==> src/color_proc_pkg.sv <==
/*
  color_proc_pkg
  shared image geometry, histogram sizes and the packed types that carry
  pixels, filter masks, scan beats and bin counts between the blocks of
  the color filter and spatial histogram engine
*/
`default_nettype none

package color_proc_pkg;

  // qqvga frame
  localparam int img_cols = 160;
  localparam int img_rows = 120;
  localparam int img_pxls = img_cols * img_rows;

  // margins dropped on each side for the histogram
  localparam int outframe_cols = 16;
  localparam int outframe_rows = 8;
  localparam int inframe_cols  = img_cols - 2 * outframe_cols;
  localparam int inframe_rows  = img_rows - 2 * outframe_rows;

  // column bins of the inner frame
  localparam int hist_bins = 8;
  localparam int bin_cols  = inframe_cols / hist_bins;

  typedef logic [$clog2(img_pxls)-1:0]                 addr_t;
  typedef logic [$clog2(img_cols)-1:0]                 col_t;
  typedef logic [$clog2(img_rows)-1:0]                 row_t;
  typedef logic [$clog2(hist_bins)-1:0]                bin_idx_t;
  // 104 rows x 16 columns, so 1664 at most
  typedef logic [$clog2(inframe_rows * bin_cols)-1:0]  bin_cnt_t;
  typedef logic [$clog2(inframe_rows * inframe_cols)-1:0] total_cnt_t;

  // memory word, 4 bits per color
  typedef struct packed {
    logic [3:0] red;
    logic [3:0] green;
    logic [3:0] blue;
  } pxl_t;

  // filter selection, all zero means no filtering
  typedef struct packed {
    logic red;
    logic green;
    logic blue;
  } rgb_mask_t;

  // per pixel message from the scanner to the bins
  typedef struct packed {
    logic     valid;
    logic     first;
    logic     last;
    logic     hit;
    bin_idx_t bin;
  } hist_beat_t;

  typedef bin_cnt_t [hist_bins-1:0] bin_cnt_vec_t;

endpackage

`default_nettype wire
==> src/color_proc_top.sv <==
/*
  color_proc_top
  color filter and spatial histogram engine for a 160x120 frame
  filter_select picks the mask, frame_scanner filters the image and feeds
  eight bin counters, hist_snapshot publishes the histogram at frame end
*/
`default_nettype none

module color_proc_top
  import color_proc_pkg::*;
(
  input  wire logic  clk,
  input  wire logic  rst,
  input  wire logic  proc_ctrl_i,
  input  wire logic  new_frame_i,
  // source image memory, one cycle read latency
  input  wire pxl_t  orig_pxl_i,
  output addr_t      orig_addr_o,
  // processed image memory
  output logic       proc_we_o,
  output addr_t      proc_addr_o,
  output pxl_t       proc_pxl_o,
  // histogram results
  output bin_cnt_vec_t histogram_o,
  output total_cnt_t colorpxls_o,
  output logic       new_frame_proc_o,
  output rgb_mask_t  rgbfilter_o
);

  hist_beat_t   beat;
  logic         frame_done;
  bin_cnt_vec_t bin_cnts;

  filter_select u_filter_select (
    .clk         (clk),
    .rst         (rst),
    .proc_ctrl_i (proc_ctrl_i),
    .filter_o    (rgbfilter_o)
  );

  frame_scanner u_frame_scanner (
    .clk          (clk),
    .rst          (rst),
    .new_frame_i  (new_frame_i),
    .filter_i     (rgbfilter_o),
    .orig_pxl_i   (orig_pxl_i),
    .orig_addr_o  (orig_addr_o),
    .proc_we_o    (proc_we_o),
    .proc_addr_o  (proc_addr_o),
    .proc_pxl_o   (proc_pxl_o),
    .beat_o       (beat),
    .frame_done_o (frame_done)
  );

  // one counter per column bin, 0 is the leftmost
  for (genvar g = 0; g < hist_bins; g++) begin : g_bin
    bin_counter #(
      .bin_idx (g)
    ) u_bin_counter (
      .clk     (clk),
      .rst     (rst),
      .beat_i  (beat),
      .count_o (bin_cnts[g])
    );
  end

  hist_snapshot u_hist_snapshot (
    .clk              (clk),
    .rst              (rst),
    .frame_done_i     (frame_done),
    .bins_i           (bin_cnts),
    .histogram_o      (histogram_o),
    .colorpxls_o      (colorpxls_o),
    .new_frame_proc_o (new_frame_proc_o)
  );

endmodule

`default_nettype wire

==> src/hist_snapshot.sv <==
/*
  hist_snapshot
  captures the eight bin counts and their total when the frame ends and
  pulses new_frame_proc_o, outputs hold until the next frame
*/
`default_nettype none

module hist_snapshot
  import color_proc_pkg::*;
(
  input  wire logic         clk,
  input  wire logic         rst,
  input  wire logic         frame_done_i,
  input  wire bin_cnt_vec_t bins_i,
  output bin_cnt_vec_t      histogram_o,
  output total_cnt_t        colorpxls_o,
  output logic              new_frame_proc_o
);

  total_cnt_t bin_sum;

  // total of the bins, only sampled at frame end
  always_comb begin
    bin_sum = '0;
    for (int i = 0; i < hist_bins; i++) begin
      bin_sum = bin_sum + total_cnt_t'(bins_i[i]);
    end
  end

  always_ff @(posedge clk or posedge rst) begin
    if (rst) begin
      histogram_o      <= '0;
      colorpxls_o      <= '0;
      new_frame_proc_o <= 1'b0;
    end else begin
      new_frame_proc_o <= frame_done_i;
      if (frame_done_i) begin
        histogram_o <= bins_i;
        colorpxls_o <= bin_sum;
      end
    end
  end

endmodule

`default_nettype wire

==> src/bin_counter.sv <==
/*
  bin_counter
  one histogram bin that counts the passing inner frame pixels whose
  column falls in bin number bin_idx and restarts on the first beat of a frame
*/
`default_nettype none

module bin_counter
  import color_proc_pkg::*;
#(
  parameter int unsigned bin_idx = 0
)
(
  input  wire logic       clk,
  input  wire logic       rst,
  input  wire hist_beat_t beat_i,
  output bin_cnt_t        count_o
);

  logic inc;

  assign inc = beat_i.hit && (beat_i.bin == bin_idx_t'(bin_idx));

  // count holds between frames
  // pixel 0 lies outside the inner frame so a new frame starts from zero
  always_ff @(posedge clk or posedge rst) begin
    if (rst) begin
      count_o <= '0;
    end else if (beat_i.valid) begin
      if (beat_i.first) begin
        count_o <= '0;
      end else if (inc) begin
        count_o <= count_o + 1'b1;
      end
    end
  end

endmodule

`default_nettype wire

==> src/frame_scanner.sv <==
/*
  frame_scanner
  walks the source image once per new_frame_i, filters each returning
  pixel, writes it to the processed memory and sends one histogram beat
  per pixel to the bin counters, then flags the end of the frame
*/
`default_nettype none

module frame_scanner
  import color_proc_pkg::*;
(
  input  wire logic      clk,
  input  wire logic      rst,
  input  wire logic      new_frame_i,
  input  wire rgb_mask_t filter_i,
  input  wire pxl_t      orig_pxl_i,
  output addr_t          orig_addr_o,
  output logic           proc_we_o,
  output addr_t          proc_addr_o,
  output pxl_t           proc_pxl_o,
  output hist_beat_t     beat_o,
  output logic           frame_done_o
);

  logic     processing;
  logic     end_pxl;
  logic     end_ln;
  col_t     col;
  row_t     row;
  // column and row aligned with the returning pixel
  col_t     col_d;
  row_t     row_d;
  col_t     col_in;
  logic     inner;
  logic     match;
  rgb_mask_t pxl_msb;

  assign end_pxl = (orig_addr_o == addr_t'(img_pxls - 1));
  assign end_ln  = (col == col_t'(img_cols - 1));

  // source address, new_frame_i is ignored while scanning
  always_ff @(posedge clk or posedge rst) begin
    if (rst) begin
      processing  <= 1'b0;
      orig_addr_o <= '0;
    end else if (processing) begin
      if (end_pxl) begin
        processing  <= 1'b0;
        orig_addr_o <= '0;
      end else begin
        orig_addr_o <= orig_addr_o + 1'b1;
      end
    end else if (new_frame_i) begin
      processing <= 1'b1;
    end
  end

  // column and row follow the address
  always_ff @(posedge clk or posedge rst) begin
    if (rst) begin
      col <= '0;
      row <= '0;
    end else if (processing && !end_pxl) begin
      if (end_ln) begin
        col <= '0;
        row <= row + 1'b1;
      end else begin
        col <= col + 1'b1;
      end
    end else begin
      col <= '0;
      row <= '0;
    end
  end

  // memory read latency is one cycle, so delay the write side by one
  always_ff @(posedge clk or posedge rst) begin
    if (rst) begin
      proc_we_o   <= 1'b0;
      proc_addr_o <= '0;
      col_d       <= '0;
      row_d       <= '0;
    end else begin
      proc_we_o   <= processing;
      proc_addr_o <= orig_addr_o;
      col_d       <= col;
      row_d       <= row;
    end
  end

  // red, green, blue msbs in mask bit order
  assign pxl_msb = {orig_pxl_i.red[3], orig_pxl_i.green[3], orig_pxl_i.blue[3]};

  // no mask passes all, otherwise msbs must equal the mask exactly
  assign match      = (filter_i == 3'b000) || (pxl_msb == filter_i);
  assign proc_pxl_o = match ? orig_pxl_i : '0;

  // inner frame is columns 16..143, rows 8..111
  assign inner = (col_d >= col_t'(outframe_cols)) &&
                 (col_d <  col_t'(img_cols - outframe_cols)) &&
                 (row_d >= row_t'(outframe_rows)) &&
                 (row_d <  row_t'(img_rows - outframe_rows));

  assign col_in = col_d - col_t'(outframe_cols);

  always_comb begin
    beat_o.valid = proc_we_o;
    beat_o.first = proc_we_o && (proc_addr_o == '0);
    beat_o.last  = proc_we_o && (proc_addr_o == addr_t'(img_pxls - 1));
    beat_o.hit   = proc_we_o && inner && match;
    // out of range values are masked by hit
    beat_o.bin   = bin_idx_t'(col_in / col_t'(bin_cols));
  end

  // one cycle after the last beat
  always_ff @(posedge clk or posedge rst) begin
    if (rst) begin
      frame_done_o <= 1'b0;
    end else begin
      frame_done_o <= beat_o.valid && beat_o.last;
    end
  end

endmodule

`default_nettype wire

==> src/filter_select.sv <==
/*
  filter_select
  synchronizes the proc_ctrl_i button, detects its rising edge and steps
  the color mask through its fixed eight entry cycle
*/
`default_nettype none

module filter_select
  import color_proc_pkg::*;
(
  input  wire logic      clk,
  input  wire logic      rst,
  input  wire logic      proc_ctrl_i,
  output rgb_mask_t      filter_o
);

  logic [1:0] ctrl_sync;
  logic       ctrl_prev;
  logic       ctrl_rise;
  rgb_mask_t  filter_nxt;

  // two flop synchronizer plus one more stage for the edge
  always_ff @(posedge clk or posedge rst) begin
    if (rst) begin
      ctrl_sync <= '0;
      ctrl_prev <= 1'b0;
    end else begin
      ctrl_sync <= {ctrl_sync[0], proc_ctrl_i};
      ctrl_prev <= ctrl_sync[1];
    end
  end

  assign ctrl_rise = ctrl_sync[1] & ~ctrl_prev;

  // mask order: none, r, g, b, rg, rb, gb, rgb
  always_comb begin
    case (filter_o)
      3'b000:  filter_nxt = 3'b100;
      3'b100:  filter_nxt = 3'b010;
      3'b010:  filter_nxt = 3'b001;
      3'b001:  filter_nxt = 3'b110;
      3'b110:  filter_nxt = 3'b101;
      3'b101:  filter_nxt = 3'b011;
      3'b011:  filter_nxt = 3'b111;
      default: filter_nxt = 3'b000;
    endcase
  end

  always_ff @(posedge clk or posedge rst) begin
    if (rst) begin
      filter_o <= '0;
    end else if (ctrl_rise) begin
      filter_o <= filter_nxt;
    end
  end

endmodule

`default_nettype wire

==> config.mk <==
export PLATFORM = sky130hd
export DESIGN_NAME = color_proc_top
export DESIGN_NICKNAME = d
export VERILOG_FILES = /design/src/color_proc_pkg.sv /design/src/color_proc_top.sv /design/src/hist_snapshot.sv /design/src/bin_counter.sv /design/src/frame_scanner.sv /design/src/filter_select.sv
export SDC_FILE = /design/constraint.sdc
export NUM_CORES = 1
export LEC_CHECK = 0
export BUFFER_PORTS_ARGS = -buffer_cell sky130_fd_sc_hd__buf_2
export CORE_AREA = 5 5 205 207
export DETAILED_ROUTE_END_ITERATION = 16
export DIE_AREA = 0 0 210 212
export GPL_ROUTABILITY_DRIVEN = 0
export PLACE_DENSITY = 0.53
export SLEW_MARGIN = 15
export SYNTH_ARGS = -nofsm -noshare
export SYNTH_HDL_FRONTEND = slang
export SYNTH_HIERARCHICAL = 1
export SYNTH_SLANG_ARGS = --single-unit
==> constraint.sdc <==
create_clock -name clk -period 5.9 [get_ports clk]
set_clock_uncertainty 0.15 [all_clocks]
set_input_delay 1.18 -clock clk [delete_from_list [all_inputs] [get_ports clk]]
set_output_delay 1.18 -clock clk [all_outputs]
set_load 0.01 [all_outputs]
==> results.json <==
{
  "status": "completed",
  "async_reset_ff_share_pct": 100,
  "antenna_found_initial": 0,
  "yosys_warnings": 6,
  "grt_max_degree": 80,
  "tightest_slew_ps": 1140,
  "startpoint": "g_bin[0].u_bin_counter/count_o[2]",
  "drtAntennaViolNets": 0,
  "r2r-start": "g_bin[0].u_bin_counter/count_o[2]",
  "gr-total-overflow": 0,
  "rsz0062_at_grt": "no",
  "cp-end-kind": "flop",
  "powerDensity_nw_per_um2": 247,
  "start_kind": "flop",
  "htreeDepth": 1,
  "start_util_pct": 34.3,
  "avgRoutedWirePerCell_um": 17.7,
  "hold_ws_ps": 196,
  "arrival_ps": 4920,
  "fin_crit_ps": 4620,
  "placeableCoreArea_sq_um": 40200,
  "netlist-cell-type-count": 65,
  "antenna_cells": 0,
  "postCtsHoldBufs": 0,
  "dr.pass1.iters": 5,
  "num_vias": 10200,
  "rows": 74,
  "final.setup.worst_slack_ps": 1280,
  "dp_cells": 1958,
  "min_path_type": "reg2reg",
  "drt_iter0_drc": 498,
  "clockRootBuffer": "clkbuf_16",
  "worstHoldStart": "u_filter_select/ctrl_sync[0]",
  "synth_flop_cell": "dfrtp_1",
  "final-instance-count-excl-fill": 2016,
  "worstSetupPathType": "reg2reg",
  "wl_met2_um": 16500,
  "clockBufferDepth": 3,
  "top_layer": "met4",
  "crit_fanout": 10,
  "wl_met3_um": 2250,
  "setup-tns-final_ps": 0,
  "fin_util_pct": 40.5,
  "avgViaCountPerCell": 5.06,
  "cts-buffers-inserted": 31,
  "synth_fp_nets": 1399,
  "clock_sinks": 257,
  "grt_pass1_wl_um": 58800,
  "grt_pass1_vias": 10500,
  "max-slew-margin-rel_pct": 23.1,
  "finalHoldViolCount": 0,
  "nets": 1567,
  "drt_wl_total_um": 35800,
  "mostFrequentLayoutCells": "dfrtp_1, inv_1, buf_2",
  "critPathRequiredTime_ps": 6200,
  "fmax_mhz": 216,
  "synth_edf_count": 0,
  "grt_util_all_layers_pct": 16.2,
  "cts_tree": "built",
  "drv_cap": 0,
  "post-route-period-util_pct": 78.4,
  "clk_pin_slew_ps": 60,
  "post_cts_resized": 0,
  "wl_met1_um": 16300,
  "io-pin-count": 165,
  "dp_slack_ps": 1170,
  "post_cts_buffers": 0,
  "avgSynthCellArea_sq_um": 10.7,
  "synth_seq_cells": 257,
  "p_leak_nw": 7.87,
  "drive_gt1_share_pct": 22.8,
  "synthCells": 1291,
  "area_growth_pct": 18.0,
  "hpwl_um": 26300,
  "final_common_cell": "dfrtp_1",
  "setup_viol": 0,
  "die_y_um": 212,
  "seq_area_frac_synth_pct": 46.7,
  "die_w_um": 210,
  "slew_violations": 0,
  "io_buffers": 164,
  "ir_drop_uv": 190,
  "drcViolationCount": 0,
  "insertion_delay_ps": 580,
  "die_area_sq_um": 44500,
  "syn-cell-area_sq_um": 13800
}
## cell families (layout without fill, tap and decap cells)
family | count (synthesis) | after routing | synth area share, %
simple gates | 354 | 354 | 13.9
mux | 98 | 98 | 7.96
xor+xnor | 27 | 27 | 1.72
fa+ha+maj | 92 | 92 | 11.9
buf+inv | 206 | 399 | 6.04
compound gates | 257 | 257 | 11.8
flops | 257 | 257 | 46.7
## metal layers
| layer | global-route usage (%) | vias up |
|---|---|---|
| met3 | 3.97 | 51 |
| li1 | - | 4835 |
| met2 | 25.9 | 249 |
| met5 | 0 | - |
| met4 | 3.83 | 0 |
| met1 | 22.4 | 5068 |
## cell usage after synthesis (all sizes together) (3+ instances only)
cell type,n,area (sq um)
nand2,62,233
a31oi,11,68.8
or4,10,75.1
nor4,12,75.1
or2,12,75.1
xor2,11,96.3
and4b,3,30.0
o41ai,8,77.6
nor3,3,15.0
o211ai,4,30.0
o21ai,98,494
and3,17,106
ha,27,338
nor2,56,210
and2,17,106
a21oi,48,240
o311ai,7,61.3
or3,26,163
dfrtp,257,6430
nand3,60,300
a21boi,11,82.6
a21o,5,37.5
nor2b,8,57.6
o31ai,35,263
nand2b,30,188
buf,24,125
xnor2,16,140
a211oi,4,35.0
mux2,93,1050
inv,170,638
o2111ai,7,61.3
clkbuf,12,68.8
fa,65,1300
nand4,27,169
o22ai,3,18.8
mux2i,5,50.1
and4bb,3,37.5
## through the flow
step | total power [W] | cell area [sq um]
finish | 0.00402 | 16300
floorplan | 0.00194 | 13800
CTS | 0.00408 | 16300
detailed placement | 0.00201 | 15200
global placement | 0.00201 | 15200
global route | 0.00417 | 16300
## sequential cells by signal (all words and copies together) (netlist names)
register and flops:
u_hist_snapshot/colorpxls_o 14, u_hist_snapshot/new_frame_proc_o 1, u_filter_select/ctrl_sync 2, u_frame_scanner/processing 1, u_frame_scanner/col 8, u_frame_scanner/row 7, u_frame_scanner/row_d 4, u_filter_select/ctrl_prev 1
u_filter_select/filter_o 3, u_frame_scanner/frame_done_o 1, u_frame_scanner/proc_addr_o 15, u_frame_scanner/col_d 8, u_frame_scanner/proc_we_o 1, u_hist_snapshot/histogram_o 88, u_frame_scanner/orig_addr_o 15, g_bin.u_bin_counter/count_o 88
## where the power goes
| group | internal (W) | leakage [nW] | switching [W] | total (W) |
|---|---|---|---|---|
| sequential | 0.00177 | 3.52 | 0.0000252 | 0.00180 |
| clock | 0.00124 | 0.535 | 0.000808 | 0.00204 |
| combinational | 0.0000605 | 3.82 | 0.000115 | 0.000176 |
## worst max-delay path, cell delays in order (launching register included)
cell and delay [ps]:
dfrtp_1 520, inv_1 110, fa_1 550, inv_1 70, fa_1 520, fa_1 550
inv_1 60, fa_1 520, inv_1 40, ha_1 230, fa_1 430, a211oi_2 260
o21a_1 230, o32a_1 170, o211ai_1 80
## layout make-up
type	instances	area, sq um
inverters	170	641
well taps	532	666
flip-flops and latches	257	6430
clock inverters	21	277
repair buffers	171	886
fillers	3969	23900
multi-input cells	828	6520
clock buffers	37	828
## path summary, 6_finish.rpt
check                      slack [ps]  cells past startpoint                              end
max                              1280                     14  u_hist_snapshot/colorpxls_o[12]
min                               200                      0     u_filter_select/ctrl_sync[1]
max reg2reg                      1280                     14  u_hist_snapshot/colorpxls_o[12]
min reg2reg                       200                      0     u_filter_select/ctrl_sync[1]
max in group asynchronous        3700                      3  u_hist_snapshot/histogram_o[74]
min in group asynchronous         570                      2      u_filter_select/filter_o[2]
(Power assumes the default switching activity.)
